$ cat config.mk
export PLATFORM = sky130hd
export DESIGN_NAME = stepper_io
export DESIGN_NICKNAME = d
export VERILOG_FILES = /design/src/common/motor_pkg.sv /design/src/common/stepper_bus_pkg.sv /design/src/motion/driver_spi.sv /design/src/motion/step_generator.sv /design/src/io_decode.sv /design/src/io_readback.sv /design/src/stepper_io.sv
export SDC_FILE = /design/constraint.sdc
export NUM_CORES = 1
export LEC_CHECK = 0
export BUFFER_PORTS_ARGS = -buffer_cell sky130_fd_sc_hd__buf_2
export CAP_MARGIN = 20
export CORE_MARGIN = 3
export CORE_UTILIZATION = 60
export DETAILED_ROUTE_END_ITERATION = 10
export GPL_TIMING_DRIVEN = 0
export PLACE_DENSITY_LB_ADDON = 0.1
export SYNTH_ARGS = -nofsm -noshare
export SYNTH_HDL_FRONTEND = slang
export SYNTH_SLANG_ARGS = --single-unit
$ cat constraint.sdc
create_clock -name clk_in -period 5.9 [get_ports clk_in]
set_input_delay 0.885 -clock clk_in [delete_from_list [all_inputs] [get_ports clk_in]]
set_output_delay 0.885 -clock clk_in [all_outputs]
set_load 0.01 [all_outputs]
$ cat src/common/motor_pkg.sv
/*
 * Motion and driver-link types. A bus write word is seen either as a motion
 * command or as an SPI frame, through cmd_word_u. Position is signed.
 */
`default_nettype none

package motor_pkg;

  // each half period of sck lasts this many clocks
  localparam int unsigned SPI_DIV = 2;

  // signed step position count
  localparam int POS_W = 32;

  // motion register layout
  typedef struct packed {
    logic        enable;
    // 0 counts up, 1 counts down
    logic        dir;
    logic [13:0] reserved;
    // step half period in clocks, 0 stops stepping
    logic [15:0] half_period;
  } motion_cmd_t;

  // frame for the driver chip, sent msb first
  typedef struct packed {
    logic [7:0]  reg_addr;
    logic [23:0] reg_data;
  } spi_frame_t;

  // two views of one write word
  typedef union packed {
    motion_cmd_t motion;
    spi_frame_t  frame;
  } cmd_word_u;

endpackage

`default_nettype wire

$ cat src/common/stepper_bus_pkg.sv
/*
 * Bus side of the stepper IO block. All accesses are full 32-bit words on a
 * 3-bit word address, with no byte enables. Addresses 5 to 7 are unmapped.
 */
`default_nettype none

package stepper_bus_pkg;

  // word address width
  localparam int ADDR_W = 3;

  // register map, word offsets
  localparam logic [ADDR_W-1:0] REG_LED      = 3'd0;
  localparam logic [ADDR_W-1:0] REG_MOTION   = 3'd1;
  // read only
  localparam logic [ADDR_W-1:0] REG_POSITION = 3'd2;
  // write starts a transfer, read gives last reply
  localparam logic [ADDR_W-1:0] REG_SPI      = 3'd3;
  // read only, bit 0 spi busy, bit 1 motion enable
  localparam logic [ADDR_W-1:0] REG_STATUS   = 3'd4;

  // request as seen on the bus, 36 bits
  typedef struct packed {
    logic [ADDR_W-1:0] addr;
    logic              write;
    logic [31:0]       wdata;
  } io_req_t;

  // response, rdata is zero after writes and errors
  typedef struct packed {
    logic [31:0] rdata;
    logic        err;
  } io_rsp_t;

  // read selector handed from decode to readback
  typedef enum logic [2:0] {
    SEL_LED      = 3'd0,
    SEL_MOTION   = 3'd1,
    SEL_POSITION = 3'd2,
    SEL_SPI      = 3'd3,
    SEL_STATUS   = 3'd4,
    SEL_NONE     = 3'd7
  } reg_sel_t;

endpackage

`default_nettype wire

$ cat src/motion/driver_spi.sv
/*
 * SPI master for the driver chip, mode 3, one 32-bit frame per start.
 * A start is ignored while busy. The reply is updated only when a frame ends.
 */
`default_nettype none

module driver_spi (
  input  wire logic                 clk_in,
  input  wire logic                 rst,
  input  wire logic                 spi_start,
  input  wire motor_pkg::cmd_word_u cmd,
  input  wire logic                 miso,
  output logic                      sck,
  output logic                      mosi,
  output logic                      cs_n,
  output logic                      spi_busy,
  output logic [31:0]               spi_rx
);

  logic [7:0]  div_cnt;
  logic [5:0]  bit_cnt;
  logic [31:0] tx_shift;
  logic [31:0] rx_shift;
  logic        tick;

  // end of one sck half period
  assign tick = div_cnt == 8'(motor_pkg::SPI_DIV - 1);

  // msb already on the line before the first fall
  assign mosi = tx_shift[31];

  always_ff @(posedge clk_in) begin
    if (rst) begin
      sck      <= 1'b1;
      cs_n     <= 1'b1;
      spi_busy <= 1'b0;
      div_cnt  <= 8'd0;
      bit_cnt  <= 6'd0;
      tx_shift <= 32'd0;
      spi_rx   <= 32'd0;
    end else if (!spi_busy) begin
      if (spi_start) begin
        cs_n     <= 1'b0;
        spi_busy <= 1'b1;
        div_cnt  <= 8'd0;
        bit_cnt  <= 6'd0;
        tx_shift <= cmd.frame;
      end
    end else if (!tick) begin
      div_cnt <= div_cnt + 8'd1;
    end else begin
      div_cnt <= 8'd0;
      if (sck) begin
        if (bit_cnt == 6'd32) begin
          // all bits in, release the chip with sck high
          cs_n     <= 1'b1;
          spi_busy <= 1'b0;
          spi_rx   <= rx_shift;
        end else begin
          sck <= 1'b0;
          // next bit out on the falling edge
          if (bit_cnt != 6'd0) begin
            tx_shift <= {tx_shift[30:0], 1'b0};
          end
        end
      end else begin
        sck     <= 1'b1;
        bit_cnt <= bit_cnt + 6'd1;
      end
    end
  end

  // sample miso as sck rises
  always_ff @(posedge clk_in) begin
    if (spi_busy && tick && !sck) begin
      rx_shift <= {rx_shift[30:0], miso};
    end
  end

endmodule

`default_nettype wire

$ cat src/motion/step_generator.sv
/*
 * Step/direction generator. Step is high and low for half_period clocks each
 * while enabled. Any write to the motion register restarts the low phase.
 */
`default_nettype none

module step_generator (
  input  wire logic                                 clk_in,
  input  wire logic                                 rst,
  input  wire logic                                 motion_we,
  input  wire motor_pkg::cmd_word_u                 cmd,
  output motor_pkg::motion_cmd_t                    motion_cmd,
  output logic                                      step,
  output logic                                      dir_out,
  output logic signed [motor_pkg::POS_W-1:0]        position
);

  logic [15:0]                        half_cnt;
  logic                               step_q;
  logic                               run;
  logic                               half_done;
  logic signed [motor_pkg::POS_W-1:0] pos_delta;

  // zero half period means stopped even when enabled
  assign run       = motion_cmd.enable && (motion_cmd.half_period != 16'd0);
  assign half_done = half_cnt == (motion_cmd.half_period - 16'd1);

  // +1 up, -1 down
  assign pos_delta = motion_cmd.dir ? '1 : {{(motor_pkg::POS_W-1){1'b0}}, 1'b1};

  always_ff @(posedge clk_in) begin
    if (rst) begin
      motion_cmd <= '0;
      half_cnt   <= 16'd0;
      step_q     <= 1'b0;
      position   <= '0;
    end else if (motion_we) begin
      // new command, step drops on this edge
      motion_cmd <= cmd.motion;
      half_cnt   <= 16'd0;
      step_q     <= 1'b0;
    end else if (!run) begin
      half_cnt <= 16'd0;
      step_q   <= 1'b0;
    end else if (half_done) begin
      half_cnt <= 16'd0;
      step_q   <= !step_q;
      // count on the rising edge only
      if (!step_q) begin
        position <= position + pos_delta;
      end
    end else begin
      half_cnt <= half_cnt + 16'd1;
    end
  end

  assign step    = step_q;
  assign dir_out = motion_cmd.dir;

endmodule

`default_nettype wire

$ cat src/io_decode.sv
/*
 * Accepts one request per cycle. Stalls while a response is held, or while a
 * REG_SPI write meets a busy link. Write strobes fire only for legal writes.
 */
`default_nettype none

module io_decode (
  input  wire logic                      clk_in,
  input  wire logic                      rst,
  input  wire logic                      req_valid,
  input  wire stepper_bus_pkg::io_req_t  req,
  output logic                           req_ready,
  input  wire logic                      rsp_full,
  input  wire logic                      spi_busy,
  output logic [7:0]                     led,
  output logic                           motion_we,
  output logic                           spi_start,
  output motor_pkg::cmd_word_u           cmd,
  output logic                           acc_valid,
  output stepper_bus_pkg::reg_sel_t      acc_sel,
  output logic                           acc_write,
  output logic                           acc_err
);

  logic spi_stall;
  logic addr_ok;
  logic read_only;
  logic wr_ok;

  // hold off a second frame until the link is free
  assign spi_stall = req.write && (req.addr == stepper_bus_pkg::REG_SPI) && spi_busy;
  assign req_ready = !rsp_full && !spi_stall;
  assign acc_valid = req_valid && req_ready;

  // map check
  assign addr_ok   = req.addr <= stepper_bus_pkg::REG_STATUS;
  assign read_only = (req.addr == stepper_bus_pkg::REG_POSITION) ||
                     (req.addr == stepper_bus_pkg::REG_STATUS);
  assign acc_err   = !addr_ok || (req.write && read_only);
  assign acc_write = req.write;

  always_comb begin
    case (req.addr)
      stepper_bus_pkg::REG_LED:      acc_sel = stepper_bus_pkg::SEL_LED;
      stepper_bus_pkg::REG_MOTION:   acc_sel = stepper_bus_pkg::SEL_MOTION;
      stepper_bus_pkg::REG_POSITION: acc_sel = stepper_bus_pkg::SEL_POSITION;
      stepper_bus_pkg::REG_SPI:      acc_sel = stepper_bus_pkg::SEL_SPI;
      stepper_bus_pkg::REG_STATUS:   acc_sel = stepper_bus_pkg::SEL_STATUS;
      default:                       acc_sel = stepper_bus_pkg::SEL_NONE;
    endcase
  end

  // strobes land on the accepting edge
  assign wr_ok     = acc_valid && req.write && !acc_err;
  assign motion_we = wr_ok && (req.addr == stepper_bus_pkg::REG_MOTION);
  assign spi_start = wr_ok && (req.addr == stepper_bus_pkg::REG_SPI);
  assign cmd       = req.wdata;

  // led register, low byte of the word
  always_ff @(posedge clk_in) begin
    if (rst) begin
      led <= 8'd0;
    end else if (wr_ok && (req.addr == stepper_bus_pkg::REG_LED)) begin
      led <= req.wdata[7:0];
    end
  end

endmodule

`default_nettype wire

$ cat src/io_readback.sv
/*
 * Response register. Register values are sampled on the accepting edge.
 * Writes and errors answer with rdata zero. A new access only arrives once
 * the previous response is taken.
 */
`default_nettype none

module io_readback (
  input  wire logic                                 clk_in,
  input  wire logic                                 rst,
  input  wire logic                                 acc_valid,
  input  wire stepper_bus_pkg::reg_sel_t            acc_sel,
  input  wire logic                                 acc_write,
  input  wire logic                                 acc_err,
  input  wire logic [7:0]                           led,
  input  wire motor_pkg::motion_cmd_t               motion_cmd,
  input  wire logic signed [motor_pkg::POS_W-1:0]   position,
  input  wire logic                                 spi_busy,
  input  wire logic [31:0]                          spi_rx,
  output logic                                      rsp_valid,
  output stepper_bus_pkg::io_rsp_t                  rsp,
  input  wire logic                                 rsp_ready,
  output logic                                      rsp_full
);

  logic [31:0] rd_mux;

  always_comb begin
    case (acc_sel)
      stepper_bus_pkg::SEL_LED:      rd_mux = {24'd0, led};
      stepper_bus_pkg::SEL_MOTION:   rd_mux = motion_cmd;
      stepper_bus_pkg::SEL_POSITION: rd_mux = position;
      stepper_bus_pkg::SEL_SPI:      rd_mux = spi_rx;
      // bit 1 enable, bit 0 busy
      stepper_bus_pkg::SEL_STATUS:   rd_mux = {30'd0, motion_cmd.enable, spi_busy};
      default:                       rd_mux = 32'd0;
    endcase
  end

  always_ff @(posedge clk_in) begin
    if (rst) begin
      rsp_valid <= 1'b0;
    end else if (acc_valid) begin
      rsp_valid <= 1'b1;
    end else if (rsp_ready) begin
      rsp_valid <= 1'b0;
    end
  end

  // payload, held until the next access
  always_ff @(posedge clk_in) begin
    if (acc_valid) begin
      rsp.rdata <= (acc_write || acc_err) ? 32'd0 : rd_mux;
      rsp.err   <= acc_err;
    end
  end

  // stall decode while the response waits
  assign rsp_full = rsp_valid && !rsp_ready;

endmodule

`default_nettype wire

$ cat src/stepper_io.sv
/*
 * Memory-mapped IO block of the stepper controller. One response per accepted
 * request, in order, from the edge after acceptance. SPI runs in mode 3.
 */
`default_nettype none

module stepper_io (
  input  wire logic                      clk_in,
  input  wire logic                      rst,
  input  wire logic                      req_valid,
  input  wire stepper_bus_pkg::io_req_t  req,
  output logic                           req_ready,
  output logic                           rsp_valid,
  output stepper_bus_pkg::io_rsp_t       rsp,
  input  wire logic                      rsp_ready,
  output logic [7:0]                     led,
  output logic                           step,
  output logic                           dir_out,
  output logic                           sck,
  output logic                           mosi,
  output logic                           cs_n,
  input  wire logic                      miso
);

  // decode to execute
  logic                               motion_we;
  logic                               spi_start;
  motor_pkg::cmd_word_u               cmd;
  // decode to readback
  logic                               acc_valid;
  stepper_bus_pkg::reg_sel_t          acc_sel;
  logic                               acc_write;
  logic                               acc_err;
  logic                               rsp_full;
  // execute state for reads
  motor_pkg::motion_cmd_t             motion_cmd;
  logic signed [motor_pkg::POS_W-1:0] position;
  logic                               spi_busy;
  logic [31:0]                        spi_rx;

  io_decode u_decode (
    .clk_in    (clk_in),
    .rst       (rst),
    .req_valid (req_valid),
    .req       (req),
    .req_ready (req_ready),
    .rsp_full  (rsp_full),
    .spi_busy  (spi_busy),
    .led       (led),
    .motion_we (motion_we),
    .spi_start (spi_start),
    .cmd       (cmd),
    .acc_valid (acc_valid),
    .acc_sel   (acc_sel),
    .acc_write (acc_write),
    .acc_err   (acc_err)
  );

  step_generator u_step (
    .clk_in     (clk_in),
    .rst        (rst),
    .motion_we  (motion_we),
    .cmd        (cmd),
    .motion_cmd (motion_cmd),
    .step       (step),
    .dir_out    (dir_out),
    .position   (position)
  );

  driver_spi u_spi (
    .clk_in    (clk_in),
    .rst       (rst),
    .spi_start (spi_start),
    .cmd       (cmd),
    .miso      (miso),
    .sck       (sck),
    .mosi      (mosi),
    .cs_n      (cs_n),
    .spi_busy  (spi_busy),
    .spi_rx    (spi_rx)
  );

  io_readback u_readback (
    .clk_in     (clk_in),
    .rst        (rst),
    .acc_valid  (acc_valid),
    .acc_sel    (acc_sel),
    .acc_write  (acc_write),
    .acc_err    (acc_err),
    .led        (led),
    .motion_cmd (motion_cmd),
    .position   (position),
    .spi_busy   (spi_busy),
    .spi_rx     (spi_rx),
    .rsp_valid  (rsp_valid),
    .rsp        (rsp),
    .rsp_ready  (rsp_ready),
    .rsp_full   (rsp_full)
  );

endmodule

`default_nettype wire
==> results of run 1 <==
Yosys cell counts (19+ instances only):
cell / number / area [µm²]
sky130_fd_sc_hd__dfxtp_1: 171 / 3420
sky130_fd_sc_hd__nand2_1: 170 / 638
sky130_fd_sc_hd__nor2_1: 144 / 541
sky130_fd_sc_hd__a21oi_1: 102 / 510
sky130_fd_sc_hd__edfxtp_1: 65 / 1950
sky130_fd_sc_hd__mux2i_1: 62 / 621
sky130_fd_sc_hd__clkbuf_1: 55 / 206
sky130_fd_sc_hd__xnor2_1: 44 / 385
sky130_fd_sc_hd__a211oi_1: 40 / 300
sky130_fd_sc_hd__ha_1: 36 / 450
sky130_fd_sc_hd__a22oi_1: 26 / 195
sky130_fd_sc_hd__xor2_1: 26 / 228
sky130_fd_sc_hd__mux2_2: 23 / 259
sky130_fd_sc_hd__o21ai_0: 21 / 105
sky130_fd_sc_hd__inv_1: 20 / 75.1
sky130_fd_sc_hd__nand3_1: 19 / 95.1
power groups by stage:
stage | logic (mW) | clock network (mW) | registers, mW
4_1_cts | 0.170 | 1.60 | 1.69
3_3_place_gp | 0.164 | 0 | 1.73
3_5_place_dp | 0.169 | 0 | 1.73
6_report | 0.172 | 1.58 | 1.69
2_1_floorplan | 0.0952 | 0 | 1.73
5_1_grt | 0.188 | 1.66 | 1.69
area by class of cell:
| class | instances | area [µm²] |
|---|---|---|
| Clock buffer | 38 | 756 |
| Timing Repair Buffer | 90 | 488 |
| Fill cell | 1438 | 5290 |
| Inverter | 20 | 75.1 |
| Buffer | 68 | 299 |
| Multi-Input combinational cell | 882 | 5740 |
| Sequential cell | 236 | 5380 |
| Tap cell | 229 | 287 |
| Clock inverter | 8 | 78.8 |
logic make-up (layout without fill, tap and decap cells):
kind of cell               Yosys count  in the layout  synth area share, %
muxes                               93             93                 9.26
DFF                                236            236                 46.8
xor gates and xnor gates            70             70                 5.34
adders and majority gates           37             37                 4.10
and+or+nand+nor                    435            435                 17.4
AOI/OAI and AO/OA                  247            247                 13.8
buffers and inverters               88            224                 3.26
worst max-delay path: cells and delay by family (launching register included):
family / cells / cell delay, ns
flops: 1 / 0.91
simple gates: 3 / 0.96
buf+inv: 1 / 0.15
fa+ha+maj: 1 / 0.50
compound gates: 6 / 1.36
sequential cells by signal (all words and copies together), names as in the netlist, 16 cells and up:
register,flops
u_step.motion_cmd,31
u_spi.rx_shift,32
u_spi.spi_rx,32
u_step.position,32
u_readback.rsp,33
u_spi.tx_shift,32
u_step.half_cnt,16
worst min path at each step:
stage / startpoint / to / slack [ns]
floorplan: u_spi.rx_shift[9] / u_spi.rx_shift[10] / 0.43
global placement: u_spi.rx_shift[29] / u_spi.rx_shift[30] / 0.43
detailed placement: u_spi.rx_shift[2] / u_spi.rx_shift[3] / 0.43
CTS: u_spi.rx_shift[2] / u_spi.rx_shift[3] / 0.44
global route: u_spi.rx_shift[8] / u_spi.rx_shift[9] / 0.46
finish: u_spi.rx_shift[8] / u_spi.rx_shift[9] / 0.45
per-layer routing:
layer  routed length [µm]  share of wire, %  vias up  track usage [%]
met5                    0                 0        -                0
met4                  765               2.5        0             7.61
met3                 2210               7.2       59             4.66
met2                14000                46      311             47.7
met1                13400                44     4492             41.8
li1                     -                 -     4528                -
metrics by stage:
stage	cells	total power [mW]
3_5_place_dp	1525	1.89
6_report	1571	3.44
4_1_cts	1571	3.46
5_1_grt	1571	3.54
3_3_place_gp	1522	1.89
2_1_floorplan	1206	1.82
==> results.md, run 1 <==
- Along the worst hold path, the cell count comes to 0.
- The first global-routing pass estimated 48100 µm of wire.
- The initial antenna violation count is 0.
- The number of input and output port buffers inserted is 87.
- For the worst setup path, the data required time is 6.31 ns.
- In the routed design, unresolved DRC markers number 0.
- The startpoint identified for the worst register-to-register timing path is u_step.dir_out.
- The repair_antennas step left the layout with diodes totalling 0.
- The clock insertion delay at the later pin of the skew report is 0.54 ns.
- The share of the clock period used by the worst path is 68.3%.
- The maximum cell stage delay along the critical path is 0.91 ns.
- After synthesis, the share of flip-flops with an asynchronous set or reset is 0%.
- The flip-flop and latch count after synthesis is 236.
- The number of top-level pins is 89.
- In this run the horizontal extent of the chip is 144 µm.
- The final instance area is 0.0131 mm².
- The worst slew slack as a fraction of its limit is 40.6%.
- The cell area that synthesis handed to floorplanning was 0.0115 mm².
- The synthesized area per cell is 9.52 µm².
- The count of TritonRoute iterations in the first routing pass is 5.
- Cell internal power was estimated by the tool at 2.67 mW.
- The largest net degree at the start of global routing is 36.
- Across every metal layer, demand over resource in global routing totals 29.5%.
- The arrival time at the worst endpoint is 4.44 ns.
- The run finished with clean final reports.
- The endpoint of the worst setup timing path is u_step.position[28].
- Once placement finished, the instance area stood at 0.0123 mm².
- Between clock sinks in the finished design, the worst skew comes to 0.0165 ns.
- The final-report hold violation count is 0.
- The proportion of layout cells with a drive suffix above 1 is 14.5%.
- The row count is 49.
- The worst-case IR drop observed on VDD is 0.000221 V.
- The maximum level of the CTS H-tree is 1.
- Dividing the detail-routed wire length by the instance count gives 19.4 µm.
- The worst reg2reg path depth is 11.
- The critical path goes through inv_1, fa_1, nor2b_1, o211ai_1, a211o_1, a21o_1, a211oi_1, o21a_1, o21ai_0, and3_2, or4_1.
- Gates resized during post-CTS repair numbered 0.
- The time the worst path needs with I/O delays and setup is 4.03 ns.
- The largest buffer count on any clock path is 3.
- Relative to the synthesized area, the layout overhead comes to 14.1%.
- The worst min-delay path category is reg2reg.
- The count of nets left with antenna violations once routing finished came out at 0.
- The number of nets handed over by synthesis was 1284.
- The critical path is of the reg2reg type.
- Hold timing on the final database bottoms out at a slack of 0.448 ns.
- Leaving out fill and tap cells, the most frequent cells in the layout are 170 x sky130_fd_sc_hd__nand2_1, 170 x sky130_fd_sc_hd__dfxtp_1, 143 x sky130_fd_sc_hd__nor2_1.
- The startpoint type of the worst setup path is a register.
- Setup violations remaining at the end of the flow were counted as 0.
- The die boundary height is 144 µm.
- Dividing the detail-routed via count by the number of cells gives 5.98.
- Counting every sink on the clock net gives 236.
- The clock network fraction of design power is 45.9%.
- The final layout contains routed wiring with a total length of 30400 µm.
- The count of distinct cell types in the synthesized netlist is 74.
- Hold repair after CTS inserted 0 buffers.
- Setup repair after global routing left no endpoint under its margin.
- Along the worst path, the maximum fanout reaches 35.
- The part of the total power dissipated in sequential elements is 49.1%.
- Counting flops with a built-in enable in the synthesized netlist gives 65.
- The number of nets in the final layout is 1401.
- The worst setup path is captured at a register.
- On the critical path, the stage with the largest delay is an instance of sky130_fd_sc_hd__dfxtp_2.
- In this run the power spent charging and discharging nets is 773 µW.
- The share of power burned in combinational logic is 5.0%.
- Summed over all cells, the static leakage comes to 4.83 nW.
- Power spread over the standard cell area amounts to 263 mW/mm².
- The cell at the root of the clock tree is sky130_fd_sc_hd__clkbuf_16.
- The HPWL after detailed placement is 22200 µm.
- The switching part of the total power is 22.4%.
- The total of max-cap violations is 0.
- Summed over all failing endpoints, the final setup total negative slack is 0 ns.
- The TritonCTS clock tree is done.
- The critical path starts at u_step.dir_out.
- The total die area is 0.0208 mm².
- The remaining global-route overflow is 0.
- The detailed router finished its first iteration with 732 violations.
- The vias after detailed routing is 9390.
- For this run, the top clock speed supported by timing is 0.248 GHz.
- The capture point of the worst reg-to-reg path is u_step.position[28].
- The slew at the pin closest to its max-slew limit is 0.891 ns.
- The number of pins exceeding their max-slew limit in the final report is 0.
- Synthesis produced a netlist whose cell count is 1206.
- In this run, CTS created clock tree buffers numbering 25.
- The worst register-to-register path has a setup slack of 1.87 ns.
- Once layout is complete, the utilization of the core stands at 71.2%.
- The initial utilization of the core area, before any placement, comes to 62.4%.
- Sequential cells were found to cover 46.8% of the synthesized design area.
- The most used flip-flop cell after synthesis is sky130_fd_sc_hd__dfxtp_1.
- The number of global-route vias before repair was 8887.
- The minimum setup slack in the final design is 1.87 ns.
- After floorplanning, the core was sized to cover 0.0184 mm².
- Clock-pin slew was measured on the worst setup and hold paths at 0.06 ns.
- Buffers added to address setup during post-CTS repair amount to 0.
- At the end of routability-driven placement, the weighted congestion stood at 0.931.
- Yosys printed 0 warnings.
- The pre-CTS setup slack is 1.90 ns.
Power figures use the tool's default switching activity.
==> inputs of run 2 (changes only) <==
==> constraint.sdc (replaced) <==
create_clock -name clk_in -period 3.77 [get_ports clk_in]
set_input_delay 0.5655 -clock clk_in [delete_from_list [all_inputs] [get_ports clk_in]]
set_output_delay 0.5655 -clock clk_in [all_outputs]
set_load 0.01 [all_outputs]
==> run 2 against run 1 <==
Against the previous run:
- final cell count up 0.19%
- core utilization grew 0.60 points
- worst setup slack worse by 1.6 ns
- power rose by 61%
- critical path depth shrank 2
- via count rose by 0.66%
- first-iteration DRC count shrank 10%
- largest cell class unchanged
- highest routed layer unchanged
==> results.md, run 2 (same netlist as run 1, synthesis figures left out) <==
- The run finished with clean final reports.
- The largest net degree at the start of global routing came to 36 (unchanged).
- The required time of the worst setup path is 4.23 ns (-2.08 ns).
- The power density over the cells was 419 mW/mm² (+60%).
- The ratio of routed vias to standard cells came to 6.01 (+0.47%).
- Setup repair after global routing left no endpoint under its margin.
- The per-cell routed wire length came to 19.6 µm (+1.3%).
- The die width is 144 µm (unchanged).
- The total area of multi-input combinational cells was 0.00576 mm² (+0.31%).
- The placement-stage cell area is 0.0123 mm² (about the same).
- The number of non-filler instances in the completed layout is 1574 (+0.19%).
- The number of buffers created by CTS is 26 (+4.0%).
- The arrival time at the worst endpoint is 4.01 ns (-0.43 ns).
- The worst-path maximum fanout is 19 (-46%).
- The wire length of the first global-routing pass is 47700 µm (-0.80%).
- The initial standard-cell utilization of the core is 62.4% (unchanged).
- The number of pins exceeding their max-slew limit in the final report came to 0 (unchanged).
- The worst slew slack as a fraction of its limit is 35.3% (-5.3 points).
- The startpoint type of the worst setup path is a register.
- The post-detailed-routing wire length is 30900 µm (+1.5%).
- The total die area was 0.0208 mm² (unchanged).
- The worst hold path cell count is 1 (+1).
- The detailed-route DRC error count was 0 (unchanged).
- The slew at the pin closest to its max-slew limit is 0.970 ns (+0.0790 ns).
- The total instance count after detailed placement is 1525 (unchanged).
- The area of the core is 0.0184 mm² (unchanged).
- The CTS clock-pin slew for the worst setup and hold paths is 0.06 ns (about the same).
- The final setup violation count was 0 (unchanged).
- The number of nets in the final layout is 1403 (+0.14%).
- The number of fill cells in the layout came to 1402 (-2.5%).
- The largest buffer count on any clock path is 3 (unchanged).
- The clock insertion delay at the later pin of the skew report is 0.53 ns (about the same).
- The worst hold path belongs to the class in2reg.
- The maximum ir drop on the vdd rail is 0.000361 V (+63%).
- The maximum level of the CTS H-tree was 1 (unchanged).
- The row count is 49 (unchanged).
- The count of TritonRoute iterations in the first routing pass came to 5 (unchanged).
- The type of element capturing the critical path is a register.
- The final-report hold violation count is 0 (unchanged).
- The count of nets left with antenna violations after detail routing came to 0 (unchanged).
- The top register by number of flip-flops is u_readback.rsp.
- The share of the clock period used by the worst path is 94.0% (+26 points).
- The launch instance of the worst register-to-register path is u_step.dir_out.
- The global placement routability congestion is 0.939 (+0.82%).
- The total of hold buffers inserted after clock tree synthesis is 0 (unchanged).
- The initial antenna violation count is 0 (unchanged).
- The vias after detailed routing was 9452 (+0.66%).
- The die boundary height is 144 µm (unchanged).
- The clock skew after layout was 0.0144 ns (-0.00212 ns).
- The number of global-route vias before repair came to 8852 (-0.39%).
- The total of max-cap violations came to 0 (unchanged).
- In the layout the commonest cells are 170 x sky130_fd_sc_hd__nand2_1, 170 x sky130_fd_sc_hd__dfxtp_1, 143 x sky130_fd_sc_hd__nor2_1.
- The number of input and output port buffers inserted is 87 (unchanged).
- The worst hold path terminates at u_spi.rx_shift[0].
- The remaining global-route overflow was 0 (unchanged).
- The number of top-level pins is 89 (unchanged).
- The sequential cell area in the final layout is 0.00538 mm² (about the same).
- The time the worst path needs with I/O delays and setup is 3.54 ns (-0.485 ns).
- The proportion of layout cells with a drive suffix above 1 came to 14.7% (+0.27 points).
- The HPWL after detailed placement is 22400 µm (+0.63%).
- The worst setup path category is reg2reg.
- The starting DRC count in detailed routing is 659 (-10%).
- The aggregate global-route resource usage came to 29.4% (-0.16 points).
- The worst reg2reg path depth came to 9 (-2).
- TritonCTS built the clock tree.
- The worst hold path begins at miso.
- The worst hold slack after final layout is 0.209 ns (-0.239 ns).
- The area growth from synthesis to layout is 15.0%.
- The peak clock frequency supported by timing was 0.282 GHz (+14%).
- The final instance area is 0.0132 mm² (+0.84%).
- The cell at the root of the clock tree is sky130_fd_sc_hd__clkbuf_16.
- The static power due to leakage is 4.86 nW (+0.52%).
- The reg-to-reg setup timing slack is 0.23 ns (-1.65 ns).
- The total number of clock tree sinks is 236 (unchanged).
- The worst register-to-register path ends at u_step.position[31].
- The antenna cell count is 0 (unchanged).
- The number of flip-flops under the largest register name was 33 (unchanged).
[run 2: cell types whose count changed in the layout (fill, tap and decap cells not counted), moves of 3 or more]
cell | previous run | this run
sky130_fd_sc_hd__clkbuf_8 | 6 | 2
sky130_fd_sc_hd__clkinvlp_4 | 0 | 3
sky130_fd_sc_hd__clkbuf_1 | 61 | 57
sky130_fd_sc_hd__clkinv_1 | 1 | 7
sky130_fd_sc_hd__bufinv_16 | 1 | 4
sky130_fd_sc_hd__clkinv_2 | 5 | 2
[run 2: power breakdown]
group | internal, mW | switching (mW) | leakage, nW | total [mW]
combinational | 0.0970 | 0.175 | 2.43 | 0.272
sequential | 2.63 | 0.0179 | 2.00 | 2.64
clock | 1.58 | 1.05 | 0.424 | 2.62
total | 4.30 | 1.24 | 4.86 | 5.54
[run 2: how the worst max path moves through the flow]
stage / start / end / slack [ns] / depth (start not counted)
after floorplan: u_step.dir_out / u_step.position[28] / 0.006 / 11
after global placement: u_step.dir_out / u_step.position[28] / -0.76 / 11
after detailed placement: u_step.dir_out / u_step.position[28] / -0.21 / 11
after CTS: u_step.dir_out / u_step.position[28] / 0.07 / 11
after global routing: u_step.dir_out / u_step.position[28] / 0.07 / 11
final: u_step.dir_out / u_step.position[31] / 0.23 / 9
[run 2: layout make-up]
class | instances | area share, %
inverter | 20 | 0.568
buffer | 68 | 2.26
tap | 229 | 2.17
multi-input combinational | 882 | 43.6
clock buffer | 30 | 5.19
sequential | 236 | 40.7
clock inverter | 18 | 1.54
timing repair buffer | 91 | 3.96
[run 2: per-stage QoR]
step | util (%) | setup TNS, ns | power [mW] | setup slack [ns]
after floorplan | - | 0 | 2.85 | 0.00605
after detailed placement | 66.7 | -0.210 | 2.97 | -0.207
after CTS | 71.6 | 0 | 5.56 | 0.0652
after global placement | 66.4 | -6.32 | 2.96 | -0.762
final | 71.8 | 0 | 5.54 | 0.227
after global routing | 71.8 | 0 | 5.69 | 0.0714
[run 2: per-layer routing]
metal / part of all wire (%) / track usage (%) / up-vias / wire length [µm]
met4: 3.2 / 9.23 / 0 / 983
met1: 44 / 41.5 / 4508 / 13700
met2: 45 / 45.9 / 347 / 13800
met3: 7.8 / 5.69 / 73 / 2400
met5: 0 / 0 / - / 0
li1: - / - / 4524 / -
[run 2: critical path, stage by stage, from the launching register on]
cell and delay, ns:
sky130_fd_sc_hd__dfxtp_4 0.44, sky130_fd_sc_hd__ha_1 0.43, sky130_fd_sc_hd__nand4_1 0.14, sky130_fd_sc_hd__a311oi_1 0.61, sky130_fd_sc_hd__o31ai_1 0.31, sky130_fd_sc_hd__o31ai_1 0.66, sky130_fd_sc_hd__a211oi_1 0.30, sky130_fd_sc_hd__xnor2_1 0.22
sky130_fd_sc_hd__a21bo_2 0.24, sky130_fd_sc_hd__a21oi_1 0.11
[run 2: repair_timing]
action	4_1_cts	5_1_grt
cloned	0	0
setup endpoints to repair	2	13
setup buffers	0	1
resized for setup	1	3
